**src/hdl/ex_params.svh**
```systemverilog
// ################################################
// execute stage constants
// ################################################
`ifndef EX_PARAMS_SVH
`define EX_PARAMS_SVH

`define XLEN        32
`define REG_ADDR_W  5
`define INST_W      32

// major opcodes
`define OPC_OP      7'b0110011
`define OPC_OP_IMM  7'b0010011
`define OPC_BRANCH  7'b1100011

`define F7_BASE     7'b0000000
`define F7_ALT      7'b0100000  // sub and sra
`define F7_MULDIV   7'b0000001

// base integer funct3
`define F3_ADD_SUB  3'b000
`define F3_SLL      3'b001
`define F3_SLT      3'b010
`define F3_SLTU     3'b011
`define F3_XOR      3'b100
`define F3_SR       3'b101
`define F3_OR       3'b110
`define F3_AND      3'b111

// m extension funct3
`define F3_MUL      3'b000
`define F3_MULH     3'b001
`define F3_MULHSU   3'b010
`define F3_MULHU    3'b011
`define F3_DIV      3'b100
`define F3_DIVU     3'b101
`define F3_REM      3'b110
`define F3_REMU     3'b111

// branch funct3
`define F3_BEQ      3'b000
`define F3_BNE      3'b001
`define F3_BLT      3'b100
`define F3_BGE      3'b101
`define F3_BLTU     3'b110
`define F3_BGEU     3'b111

`define DIV_STEPS   32  // one quotient bit per step

`endif

```
**src/hdl/ex_pkg.sv**
```systemverilog
// ################################################
// execute stage types
// ################################################
`include "ex_params.svh"

package ex_pkg;

    typedef logic [`XLEN-1:0]       word_t;
    typedef logic [2*`XLEN-1:0]     dword_t;    // full product
    typedef logic [`REG_ADDR_W-1:0] reg_addr_t;
    typedef logic [`INST_W-1:0]     inst_t;

    // which unit owns the instruction
    typedef enum logic [2:0] {
        OP_NONE,
        OP_ALU,
        OP_MUL,
        OP_DIV,
        OP_BRANCH
    } op_class_e;

    typedef enum logic [3:0] {
        ALU_ADD,
        ALU_SUB,
        ALU_SLL,
        ALU_SLT,
        ALU_SLTU,
        ALU_XOR,
        ALU_SRL,
        ALU_SRA,
        ALU_OR,
        ALU_AND
    } alu_op_e;

    typedef enum logic [2:0] {
        BR_EQ,
        BR_NE,
        BR_LT,
        BR_GE,
        BR_LTU,
        BR_GEU
    } br_op_e;

    typedef enum logic [1:0] {MUL_MUL, MUL_MULH, MUL_MULHSU, MUL_MULHU} mul_op_e;

    typedef enum logic [1:0] {DIV_DIV, DIV_DIVU, DIV_REM, DIV_REMU} div_op_e;

    typedef enum logic [1:0] {DIV_IDLE, DIV_RUN, DIV_DONE} div_state_e;

endpackage

```
**src/hdl/ex_decode.sv**
```systemverilog
// ################################################
// instruction decoder
// ################################################
`timescale 1ns/1ps
`include "ex_params.svh"

module ex_decode (
    input  ex_pkg::inst_t     inst_i,
    input  logic              valid_i,
    output ex_pkg::op_class_e class_o,
    output ex_pkg::alu_op_e   alu_op_o,
    output ex_pkg::br_op_e    br_op_o,
    output ex_pkg::mul_op_e   mul_op_o,
    output ex_pkg::div_op_e   div_op_o,
    output ex_pkg::reg_addr_t rd_o
);
    import ex_pkg::*;

    logic [6:0] opcode;
    logic [2:0] funct3;
    logic [6:0] funct7;
    logic       alt;

    assign opcode = inst_i[6:0];
    assign funct3 = inst_i[14:12];
    assign funct7 = inst_i[31:25];
    assign rd_o   = inst_i[11:7];
    assign alt    = inst_i[30];     // sub / sra select

    always_comb begin
        class_o  = OP_NONE;
        alu_op_o = ALU_ADD;
        br_op_o  = BR_EQ;
        mul_op_o = MUL_MUL;
        div_op_o = DIV_DIV;

        case (funct3)
            `F3_ADD_SUB: alu_op_o = (alt && opcode == `OPC_OP) ? ALU_SUB : ALU_ADD;
            `F3_SLL:     alu_op_o = ALU_SLL;
            `F3_SLT:     alu_op_o = ALU_SLT;
            `F3_SLTU:    alu_op_o = ALU_SLTU;
            `F3_XOR:     alu_op_o = ALU_XOR;
            `F3_SR:      alu_op_o = alt ? ALU_SRA : ALU_SRL;
            `F3_OR:      alu_op_o = ALU_OR;
            default:     alu_op_o = ALU_AND;
        endcase

        case (funct3)
            `F3_MUL:    mul_op_o = MUL_MUL;
            `F3_MULH:   mul_op_o = MUL_MULH;
            `F3_MULHSU: mul_op_o = MUL_MULHSU;
            default:    mul_op_o = MUL_MULHU;
        endcase

        case (funct3)
            `F3_DIV:  div_op_o = DIV_DIV;
            `F3_DIVU: div_op_o = DIV_DIVU;
            `F3_REM:  div_op_o = DIV_REM;
            default:  div_op_o = DIV_REMU;
        endcase

        case (funct3)
            `F3_BEQ:  br_op_o = BR_EQ;
            `F3_BNE:  br_op_o = BR_NE;
            `F3_BLT:  br_op_o = BR_LT;
            `F3_BGE:  br_op_o = BR_GE;
            `F3_BLTU: br_op_o = BR_LTU;
            default:  br_op_o = BR_GEU;
        endcase

        if (valid_i) begin
            case (opcode)
                `OPC_OP: begin
                    if (funct7 == `F7_MULDIV)
                        class_o = funct3[2] ? OP_DIV : OP_MUL;
                    else if (funct7 == `F7_BASE)
                        class_o = OP_ALU;
                    else if (funct7 == `F7_ALT && (funct3 == `F3_ADD_SUB || funct3 == `F3_SR))
                        class_o = OP_ALU;
                end
                `OPC_OP_IMM: begin
                    // shift immediates carry funct7 in the upper imm bits
                    if (funct3 == `F3_SLL)
                        class_o = (funct7 == `F7_BASE) ? OP_ALU : OP_NONE;
                    else if (funct3 == `F3_SR)
                        class_o = (funct7 == `F7_BASE || funct7 == `F7_ALT) ? OP_ALU : OP_NONE;
                    else
                        class_o = OP_ALU;
                end
                `OPC_BRANCH: begin
                    if (funct3 != 3'b010 && funct3 != 3'b011)
                        class_o = OP_BRANCH;
                end
                default: class_o = OP_NONE;
            endcase
        end
    end

endmodule

```
**src/hdl/ex_alu.sv**
```systemverilog
// ################################################
// integer alu and branch compare
// ################################################
`timescale 1ns/1ps
`include "ex_params.svh"

module ex_alu (
    input  ex_pkg::alu_op_e alu_op_i,
    input  ex_pkg::br_op_e  br_op_i,
    input  ex_pkg::word_t   op1_i,
    input  ex_pkg::word_t   op2_i,
    input  ex_pkg::word_t   reg1_rdata_i,
    input  ex_pkg::word_t   reg2_rdata_i,
    output ex_pkg::word_t   result_o,
    output logic            taken_o,
    output ex_pkg::word_t   target_o
);
    import ex_pkg::*;

    localparam int SHAMT_W = $clog2(`XLEN);

    logic [SHAMT_W-1:0] shamt;
    word_t              srl_res;
    word_t              sr_mask;
    word_t              sra_res;
    logic               lt_s;
    logic               lt_u;
    logic               eq;
    logic               ge_s;
    logic               ge_u;

    assign shamt   = op2_i[SHAMT_W-1:0];    // imm forms already hold shamt here
    assign srl_res = op1_i >> shamt;
    assign sr_mask = {`XLEN{1'b1}} >> shamt;
    // fill the vacated upper bits with the sign
    assign sra_res = (srl_res & sr_mask) | ({`XLEN{op1_i[`XLEN-1]}} & ~sr_mask);

    assign lt_s = $signed(op1_i) < $signed(op2_i);
    assign lt_u = op1_i < op2_i;

    always_comb begin
        case (alu_op_i)
            ALU_ADD:  result_o = op1_i + op2_i;
            ALU_SUB:  result_o = op1_i - op2_i;
            ALU_SLL:  result_o = op1_i << shamt;
            ALU_SLT:  result_o = {{(`XLEN-1){1'b0}}, lt_s};
            ALU_SLTU: result_o = {{(`XLEN-1){1'b0}}, lt_u};
            ALU_XOR:  result_o = op1_i ^ op2_i;
            ALU_SRL:  result_o = srl_res;
            ALU_SRA:  result_o = sra_res;
            ALU_OR:   result_o = op1_i | op2_i;
            default:  result_o = op1_i & op2_i;
        endcase
    end

    // branch side compares the register values, not op1/op2
    assign eq   = reg1_rdata_i == reg2_rdata_i;
    assign ge_s = $signed(reg1_rdata_i) >= $signed(reg2_rdata_i);
    assign ge_u = reg1_rdata_i >= reg2_rdata_i;

    always_comb begin
        case (br_op_i)
            BR_EQ:   taken_o = eq;
            BR_NE:   taken_o = ~eq;
            BR_LT:   taken_o = ~ge_s;
            BR_GE:   taken_o = ge_s;
            BR_LTU:  taken_o = ~ge_u;
            default: taken_o = ge_u;
        endcase
    end

    assign target_o = op1_i + op2_i;    // pc + offset

endmodule

```
**src/hdl/ex_mul.sv**
```systemverilog
// ################################################
// single cycle multiplier
// ################################################
`timescale 1ns/1ps
`include "ex_params.svh"

module ex_mul (
    input  ex_pkg::mul_op_e mul_op_i,
    input  ex_pkg::word_t   op1_i,
    input  ex_pkg::word_t   op2_i,
    output ex_pkg::word_t   result_o
);
    import ex_pkg::*;

    logic   signed_a;
    logic   signed_b;
    logic   neg_a;
    logic   neg_b;
    word_t  mag_a;
    word_t  mag_b;
    dword_t prod;
    dword_t prod_fix;

    // mulhsu treats only op1 as signed
    assign signed_a = (mul_op_i == MUL_MULH) || (mul_op_i == MUL_MULHSU);
    assign signed_b = (mul_op_i == MUL_MULH);

    assign neg_a = signed_a && op1_i[`XLEN-1];
    assign neg_b = signed_b && op2_i[`XLEN-1];

    assign mag_a = neg_a ? (~op1_i + 1'b1) : op1_i;
    assign mag_b = neg_b ? (~op2_i + 1'b1) : op2_i;

    assign prod     = dword_t'(mag_a) * dword_t'(mag_b);
    assign prod_fix = (neg_a ^ neg_b) ? (~prod + 1'b1) : prod;

    always_comb begin
        if (mul_op_i == MUL_MUL)
            result_o = prod_fix[`XLEN-1:0];     // low word
        else
            result_o = prod_fix[2*`XLEN-1:`XLEN];
    end

endmodule

```
**src/hdl/ex_div.sv**
```systemverilog
// ################################################
// sequential restoring divider
// ################################################
`timescale 1ns/1ps
`include "ex_params.svh"

module ex_div (
    input  logic              clk_i,
    input  logic              reset_i,
    input  logic              start_i,
    input  ex_pkg::div_op_e   div_op_i,
    input  ex_pkg::word_t     dividend_i,
    input  ex_pkg::word_t     divisor_i,
    input  ex_pkg::reg_addr_t rd_i,
    output logic              busy_o,
    output logic              done_o,
    output ex_pkg::word_t     result_o,
    output ex_pkg::reg_addr_t rd_o
);
    import ex_pkg::*;

    localparam int CNT_W = $clog2(`DIV_STEPS);

    div_state_e       state_q;
    logic [CNT_W-1:0] count_q;
    word_t            quot_q;
    word_t            rem_q;
    word_t            dvsr_q;
    logic             is_rem_q;
    logic             neg_quot_q;
    logic             neg_rem_q;
    logic             zero_q;
    logic             is_signed;
    word_t            mag_a;
    word_t            mag_b;
    logic [`XLEN:0]   trial;
    logic [`XLEN:0]   diff;
    logic             fits;
    word_t            quot_fix;
    word_t            rem_fix;

    assign is_signed = (div_op_i == DIV_DIV) || (div_op_i == DIV_REM);
    assign mag_a = (is_signed && dividend_i[`XLEN-1]) ? -dividend_i : dividend_i;
    assign mag_b = (is_signed && divisor_i[`XLEN-1]) ? -divisor_i : divisor_i;

    assign trial = {rem_q, quot_q[`XLEN-1]};    // shift next dividend bit in
    assign diff  = trial - {1'b0, dvsr_q};
    assign fits  = ~diff[`XLEN];

    always_ff @(posedge clk_i) begin
        if (reset_i) begin
            state_q <= DIV_IDLE;
            count_q <= '0;
        end else begin
            case (state_q)
                DIV_IDLE: begin
                    if (start_i)
                        state_q <= DIV_RUN;
                    count_q <= '0;
                end
                DIV_RUN: begin
                    count_q <= count_q + 1'b1;
                    if (count_q == CNT_W'(`DIV_STEPS - 1))
                        state_q <= DIV_DONE;
                end
                default: state_q <= DIV_IDLE;
            endcase
        end
    end

    always_ff @(posedge clk_i) begin
        if (state_q == DIV_IDLE && start_i) begin
            quot_q     <= mag_a;
            rem_q      <= '0;
            dvsr_q     <= mag_b;
            is_rem_q   <= (div_op_i == DIV_REM) || (div_op_i == DIV_REMU);
            neg_quot_q <= is_signed && (dividend_i[`XLEN-1] ^ divisor_i[`XLEN-1]);
            neg_rem_q  <= is_signed && dividend_i[`XLEN-1];
            zero_q     <= (divisor_i == '0);
            rd_o       <= rd_i;
        end else if (state_q == DIV_RUN) begin
            quot_q <= {quot_q[`XLEN-2:0], fits};
            rem_q  <= fits ? diff[`XLEN-1:0] : trial[`XLEN-1:0];
        end
    end

    // remainder by zero comes out as |dividend|, the sign fix restores it
    // min / -1 needs no special case, the magnitude path gives min and 0
    assign quot_fix = zero_q ? '1 : (neg_quot_q ? -quot_q : quot_q);
    assign rem_fix  = neg_rem_q ? -rem_q : rem_q;
    assign result_o = is_rem_q ? rem_fix : quot_fix;

    assign busy_o = (state_q != DIV_IDLE);
    assign done_o = (state_q == DIV_DONE);

    // top must hold off new divides until the result is out
    a_no_start_busy: assert property (@(posedge clk_i) disable iff (reset_i)
        busy_o |-> !start_i);

    a_done_pulse: assert property (@(posedge clk_i) disable iff (reset_i)
        done_o |=> !done_o);

endmodule

```
**src/hdl/ex_writeback.sv**
```systemverilog
// ################################################
// result select and output register
// ################################################
`timescale 1ns/1ps

module ex_writeback (
    input  logic              clk_i,
    input  logic              reset_i,
    input  ex_pkg::op_class_e class_i,
    input  ex_pkg::reg_addr_t rd_i,
    input  ex_pkg::word_t     alu_result_i,
    input  ex_pkg::word_t     mul_result_i,
    input  ex_pkg::word_t     target_i,
    input  ex_pkg::word_t     div_result_i,
    input  logic              taken_i,
    input  logic              div_done_i,
    input  ex_pkg::reg_addr_t div_rd_i,
    output logic              reg_we_o,
    output ex_pkg::reg_addr_t reg_waddr_o,
    output ex_pkg::word_t     reg_wdata_o,
    output logic              jump_flag_o,
    output ex_pkg::word_t     jump_addr_o
);
    import ex_pkg::*;

    always_ff @(posedge clk_i) begin
        if (reset_i) begin
            reg_we_o    <= 1'b0;
            jump_flag_o <= 1'b0;
        end else begin
            reg_we_o    <= div_done_i || (class_i == OP_ALU) || (class_i == OP_MUL);
            jump_flag_o <= !div_done_i && (class_i == OP_BRANCH) && taken_i;
        end
    end

    always_ff @(posedge clk_i) begin
        if (div_done_i) begin   // no accept can coincide, source is held off
            reg_waddr_o <= div_rd_i;
            reg_wdata_o <= div_result_i;
        end else begin
            reg_waddr_o <= rd_i;
            reg_wdata_o <= (class_i == OP_MUL) ? mul_result_i : alu_result_i;
        end
        if (class_i == OP_BRANCH)
            jump_addr_o <= taken_i ? target_i : '0;     // zero when not taken
    end

    a_we_jump_excl: assert property (@(posedge clk_i) disable iff (reset_i)
        !(reg_we_o && jump_flag_o));

endmodule

```
**src/hdl/ex_top.sv**
```systemverilog
// ################################################
// execute stage top
// ################################################
`timescale 1ns/1ps

module ex_top (
    input  logic              clk_i,
    input  logic              reset_i,
    input  ex_pkg::inst_t     inst_i,
    input  ex_pkg::word_t     inst_addr_i,
    input  ex_pkg::word_t     op1_i,
    input  ex_pkg::word_t     op2_i,
    input  ex_pkg::word_t     reg1_rdata_i,
    input  ex_pkg::word_t     reg2_rdata_i,
    input  logic              valid_i,
    output logic              ready_o,
    output logic              reg_we_o,
    output ex_pkg::reg_addr_t reg_waddr_o,
    output ex_pkg::word_t     reg_wdata_o,
    output logic              jump_flag_o,
    output ex_pkg::word_t     jump_addr_o
);
    import ex_pkg::*;

    logic      accept;
    logic      div_busy;
    logic      div_done;
    op_class_e op_class;
    alu_op_e   alu_op;
    br_op_e    br_op;
    mul_op_e   mul_op;
    div_op_e   div_op;
    reg_addr_t rd;
    reg_addr_t div_rd;
    word_t     alu_result;
    word_t     mul_result;
    word_t     div_result;
    word_t     target;
    logic      taken;

    assign ready_o = ~div_busy;
    assign accept  = valid_i & ready_o;     // class stays OP_NONE unless accepted

    ex_decode u_decode (
        .inst_i  (inst_i),
        .valid_i (accept),
        .class_o (op_class),
        .alu_op_o(alu_op),
        .br_op_o (br_op),
        .mul_op_o(mul_op),
        .div_op_o(div_op),
        .rd_o    (rd)
    );

    ex_alu u_alu (
        .alu_op_i    (alu_op),
        .br_op_i     (br_op),
        .op1_i       (op1_i),
        .op2_i       (op2_i),
        .reg1_rdata_i(reg1_rdata_i),
        .reg2_rdata_i(reg2_rdata_i),
        .result_o    (alu_result),
        .taken_o     (taken),
        .target_o    (target)
    );

    ex_mul u_mul (
        .mul_op_i(mul_op),
        .op1_i   (op1_i),
        .op2_i   (op2_i),
        .result_o(mul_result)
    );

    ex_div u_div (
        .clk_i     (clk_i),
        .reset_i   (reset_i),
        .start_i   (op_class == OP_DIV),
        .div_op_i  (div_op),
        .dividend_i(op1_i),
        .divisor_i (op2_i),
        .rd_i      (rd),
        .busy_o    (div_busy),
        .done_o    (div_done),
        .result_o  (div_result),
        .rd_o      (div_rd)
    );

    ex_writeback u_writeback (
        .clk_i       (clk_i),
        .reset_i     (reset_i),
        .class_i     (op_class),
        .rd_i        (rd),
        .alu_result_i(alu_result),
        .mul_result_i(mul_result),
        .target_i    (target),
        .div_result_i(div_result),
        .taken_i     (taken),
        .div_done_i  (div_done),
        .div_rd_i    (div_rd),
        .reg_we_o    (reg_we_o),
        .reg_waddr_o (reg_waddr_o),
        .reg_wdata_o (reg_wdata_o),
        .jump_flag_o (jump_flag_o),
        .jump_addr_o (jump_addr_o)
    );

    // decode stage hands a branch its own pc as op1
    a_branch_pc: assert property (@(posedge clk_i) disable iff (reset_i)
        (op_class == OP_BRANCH) |-> (op1_i == inst_addr_i));

endmodule

```
**config.mk**
```make
export PLATFORM = sky130hd
export DESIGN_NAME = ex_top
export DESIGN_NICKNAME = d
export VERILOG_FILES = /design/src/hdl/ex_pkg.sv /design/src/hdl/ex_decode.sv /design/src/hdl/ex_alu.sv /design/src/hdl/ex_mul.sv /design/src/hdl/ex_div.sv /design/src/hdl/ex_writeback.sv /design/src/hdl/ex_top.sv
export VERILOG_INCLUDE_DIRS = /design/src /design/src/hdl
export SDC_FILE = /design/constraint.sdc
export NUM_CORES = 2
export LEC_CHECK = 0
export ABC_AREA = 1
export BUFFER_PORTS_ARGS = -buffer_cell sky130_fd_sc_hd__buf_2
export CAP_MARGIN = 20
export CORE_MARGIN = 2
export CORE_UTILIZATION = 71
export DETAILED_ROUTE_END_ITERATION = 8
export PLACE_DENSITY = 0.9
export SETUP_SLACK_MARGIN = 0.5
export SYNTH_ARGS = -nofsm -noshare
export SYNTH_HDL_FRONTEND = slang
export SYNTH_SLANG_ARGS = --single-unit
```
**constraint.sdc**
```tcl
create_clock -name clk_i -period 25.8 [get_ports clk_i]
set_input_delay 5.16 -clock clk_i [delete_from_list [all_inputs] [get_ports clk_i]]
set_output_delay 5.16 -clock clk_i [all_outputs]
set_load 0.1 [all_outputs]
```
==> results.txt, run 1 <==
First-pass GRT wire length: 414.0 mm
Detailed placement HPWL: 207.4 mm
Placer Congestion: 1.217
Post-synth ARST share: 0
Synth Cell Area: 59,380 µm²
Gate count after technology mapping: 8,719
I/O Buffers: 224
First error: [ERROR GRT-0116] Global routing finished with congestion. Check the congestion regions in the DRC Viewer.
Die Y: 293.2 µm
Primary FF master, synth: edfxtp_1
Post-CTS setup buffers: 0
Run status: did not finish
IO Pins: 267
Syn Nets: 10,249
Clock sink total: 183
Yosys cell types: 69
Seq cells post-synth: 183
CTS Buf Count: 17
Avg Cell Area, Syn: 6.810 µm²
Initial Utilization: 0.7129
CTS Buffer Depth: 2
Final global-route overflow total: 2
Stop stage: global routing
Rows: 106
H-tree Lvls: 4
Vias in the first global route: 66,435
Total track usage: 0.6614
Pin count of the biggest net entering global routing: 61
Root buf cell: clkbuf_16
Ys Warns: 0
Post-synthesis sequential area ratio: 0.07940
Post-CTS sizing: 0
Cts hold-fix bufs: 0
Number of flops mapped to enable cells by yosys: 105
Die extent in x: 293.2 µm
-- synth_stat cells (13+ instances only) --
cell | number | share of area
nand2_1 | 2002 | 0.13
inv_1 | 1738 | 0.11
nor2_1 | 1119 | 0.071
fa_1 | 899 | 0.30
o21ai_0 | 527 | 0.044
ha_1 | 436 | 0.092
a21oi_1 | 360 | 0.030
nand3_1 | 356 | 0.030
clkbuf_1 | 269 | 0.017
edfxtp_1 | 105 | 0.053
nor3_1 | 84 | 0.0071
dfxtp_1 | 78 | 0.026
xor2_1 | 64 | 0.0094
nand4_1 | 62 | 0.0065
o211ai_1 | 59 | 0.0075
nor4_1 | 34 | 0.0036
o21ai_1 | 34 | 0.0029
clkinv_1 | 32 | 0.0020
nand3b_1 | 32 | 0.0040
or2_2 | 31 | 0.0033
a31oi_1 | 29 | 0.0031
buf_2 | 28 | 0.0024
buf_1 | 27 | 0.0017
o22ai_1 | 25 | 0.0026
o221ai_1 | 22 | 0.0032
xnor2_1 | 20 | 0.0030
nor2_2 | 17 | 0.0018
o2111ai_1 | 17 | 0.0025
a221oi_1 | 15 | 0.0022
o21bai_1 | 15 | 0.0019
mux2i_1 | 13 | 0.0022
-- logic make-up after synthesis --
| logic type | after synthesis | synth area share |
|---|---|---|
| mux | 13 | 0.002191 |
| compound gates | 1190 | 0.1128 |
| buf+inv | 2121 | 0.1360 |
| simple gates | 3793 | 0.2622 |
| xor+xnor | 84 | 0.01239 |
| fa+ha+maj | 1335 | 0.3950 |
| flops | 183 | 0.07940 |
-- stage by stage --
step | setup WS (ps) | instance area [µm²] | instances | utilization | hold WS (ps)
3_3_place_gp | 7442 | 61410 | 9799 | 0.7373 | 431.6
3_5_place_dp | 7186 | 61410 | 9799 | 0.7373 | 443.2
4_1_cts | 7621 | 62020 | 9831 | 0.7446 | 462.5
2_1_floorplan | 11260 | 59380 | 8719 | - | 419.0
-- layer usage --
metal  GRT usage  GRT overflow
met4      0.6355             2
met1      0.6678             0
met2      0.8622             0
met5      0.2002             0
met3      0.4661             0
==> run 2, diff against run 1 <==
- CORE_UTILIZATION: 71 -> 40
- PLACE_DENSITY: 0.9 -> unset
- PLACE_DENSITY_LB_ADDON: unset -> 0.15
- SETUP_SLACK_MARGIN: 0.5 -> unset
==> results.txt, run 2 <==
Via count: 59,886
CP max FO: 47
Post-synthesis sequential area ratio: 0.07940 (unchanged)
Seq cells post-synth: 183 (unchanged)
Synth cell count leaders: nand2_1 (2,002), inv_1 (1,738), nor2_1 (1,119)
Layout cells sized above 1: 0.06359
Gate count after technology mapping: 8,719 (unchanged)
Area of the multi-input gates: 46,760 µm²
CP arrival: 18,890 ps
Worst R2R Start: u_div.quot_q[31]
Post-synth ARST share: 0 (unchanged)
First-pass GRT wire length: 412.7 mm
Fillers: 15,781
CP Capture Type: flop
Number of flops mapped to enable cells by yosys: 105 (unchanged)
Nets: 10,308
Endpoints failing setup: 0
Syn Nets: 10,249 (unchanged)
Crit path kind: input port to flop
Most common cell in the synthesized netlist: nand2_1
Root buf cell: clkbuf_16
Clock-pin slew on the worst setup and hold paths: 80 ps
Core area: 147,500 µm²
Overall die area: 151,500 µm²
Reg-to-reg endpoint: u_div.rem_q[31]
CP startpoint kind: input port
CTS Buffer Depth: 2 (unchanged)
CP most frequent cell: inv_1
FF-to-FF setup slack: 20,860 ps
Routed vias/inst: 5.582
Placer Congestion: 1.041 (-14%)
Primary FF master, synth: edfxtp_1
Pin count of the biggest net entering global routing: 60
Post-CTS sizing: 0 (unchanged)
Minimum clock period: 18,480 ps
Yosys cell types: 69 (unchanged)
Worst-Margin Slew: 1204 ps
Total track usage: 0.3791
Rows: 141 (+33%)
Routed Antenna Nets: 0
I/O Buffers: 224 (unchanged)
Critical Path End: u_writeback.reg_wdata_o[22]
Largest cells by area after synthesis: fa_1 (30%), nand2_1 (13%), inv_1 (11%)
Worst Path Required: 26,210 ps
Reg2Reg Depth: 20
Beginning of the worst hold path: u_div.rd_o[4]
Post-CTS setup buffers: 0 (unchanged)
Crit path largest cell delay: 950 ps
Synth area leader: fa_1
Commonest non-fill, non-tap cells in the layout: nand2_1 (2,001), inv_1 (1,735), nor2_1 (1,114)
DRC viols: 0
Final Hold Vio Count: 0
Initial Utilization: 0.4026 (-0.3103)
Final global-route overflow total: 0
Worst slack, placed: 7274 ps (+87.98 ps)
Slowest stage cell, crit path: o21ai_1
Unrepaired setup endpoints after global routing: false
Layout area overhead: 6.962%
Run status: complete, no violations
DR iter-0 viols: 6,010
Max-slew violations: 0
Die Y: 389.3 µm (+33%)
Max Cap Violations: 0
Synth top area share: 0.3031 (unchanged)
Commonest non-fill, non-tap cell in the layout: nand2_1
CTS tree: done
Rel. slew slack: 0.1918
Synth Cell Area: 59,380 µm² (unchanged)
Final Cycle Share: 0.7163
IO Pins: 267 (unchanged)
Die extent in x: 389.3 µm (+33%)
Final WL: 288.8 mm
CTS Buf Count: 17 (unchanged)
CP startpoint: inst_i[12]
Clk_skew: 16.87 ps
DR pass1 iterations: 6
Vias in the first global route: 59,556
H-tree Lvls: 4 (unchanged)
Setup ws final: 7319 ps
Setup total negative slack: 0 ps
Ys Warns: 0 (unchanged)
FF/Latch Area: 4715 µm²
Clock sink total: 183 (unchanged)
Avg Cell Area, Syn: 6.810 µm² (unchanged)
Wire per inst: 26.92 µm
HP Class: flop to flop
Detailed placement HPWL: 235.5 mm (+14%)
Hold Path Depth: 2
Cts hold-fix bufs: 0 (unchanged)
Insertion delay to the later sink of the worst-skew pair: 500 ps
Initial antenna violation count: 18
Fmax: 0.05411 GHz
## run 2: cell counts after synthesis
Identical to the previous run, type by type.
## run 2: cell type report
class                           count  area share
Tap cell                         1930     0.03802
Multi-Input combinational cell   6415      0.7362
Clock buffer                       23    0.008038
Timing Repair Buffer              378     0.03615
Sequential cell                   183     0.07423
Antenna cell                        8   0.0003152
Clock inverter                      9    0.001596
Inverter                         1783      0.1054
## run 2: per-layer routing
| metal | vias up | wire (µm) | GRT usage |
|---|---|---|---|
| li1 | 26995 | - | - |
| met1 | 29362 | 109600 | 0.4579 |
| met2 | 2788 | 129500 | 0.6018 |
| met3 | 729 | 23930 | 0.07295 |
| met4 | 12 | 25610 | 0.2813 |
| met5 | - | 78 | 0 |
## run 2: worst max-delay path: cells and delay by family
family	cells	cell delay, ps
xor+xnor	1	520
fa+ha+maj	10	4890
compound gates	5	1750
buf+inv	14	3540
simple gates	17	2950
## run 2: worst min-delay path by stage
stage,end,slack (ps)
floorplan,u_writeback.reg_waddr_o[0],420
CTS,u_writeback.reg_waddr_o[3],450
global route,u_writeback.reg_waddr_o[3],460
global placement,u_writeback.reg_waddr_o[3],420
detailed placement,u_writeback.reg_waddr_o[1],430
finish,u_writeback.reg_waddr_o[4],450
## run 2: cells by family (layout without fill, tap and decap cells)
| logic type | after synthesis | count (layout) | share of synthesized area |
|---|---|---|---|
| muxes | 13 | 13 | 0.002191 |
| adders and majority gates | 1335 | 1335 | 0.3950 |
| and+or+nand+nor | 3793 | 3793 | 0.2622 |
| xor gates and xnor gates | 84 | 84 | 0.01239 |
| buffers and inverters | 2121 | 2193 | 0.1360 |
| DFF | 183 | 183 | 0.07940 |
| other | 0 | 8 | 0 |
| AOI/OAI and AO/OA | 1190 | 1190 | 0.1128 |
## run 2: metrics by stage
step	utilization	std cells	hold slack (ps)	cell area (µm²)
floorplan	-	8719	419.0	59380
global placement	0.4260	10685	422.1	62840
detailed placement	0.4262	10687	433.8	62860
CTS	0.4304	10719	453.1	63470
global route	0.4305	10721	460.4	63490
finish	0.4306	10729	452.1	63510
Power of run 2 is not shown: default switching activity piles up to over one toggle a cycle in this logic, so the estimate is an artifact.
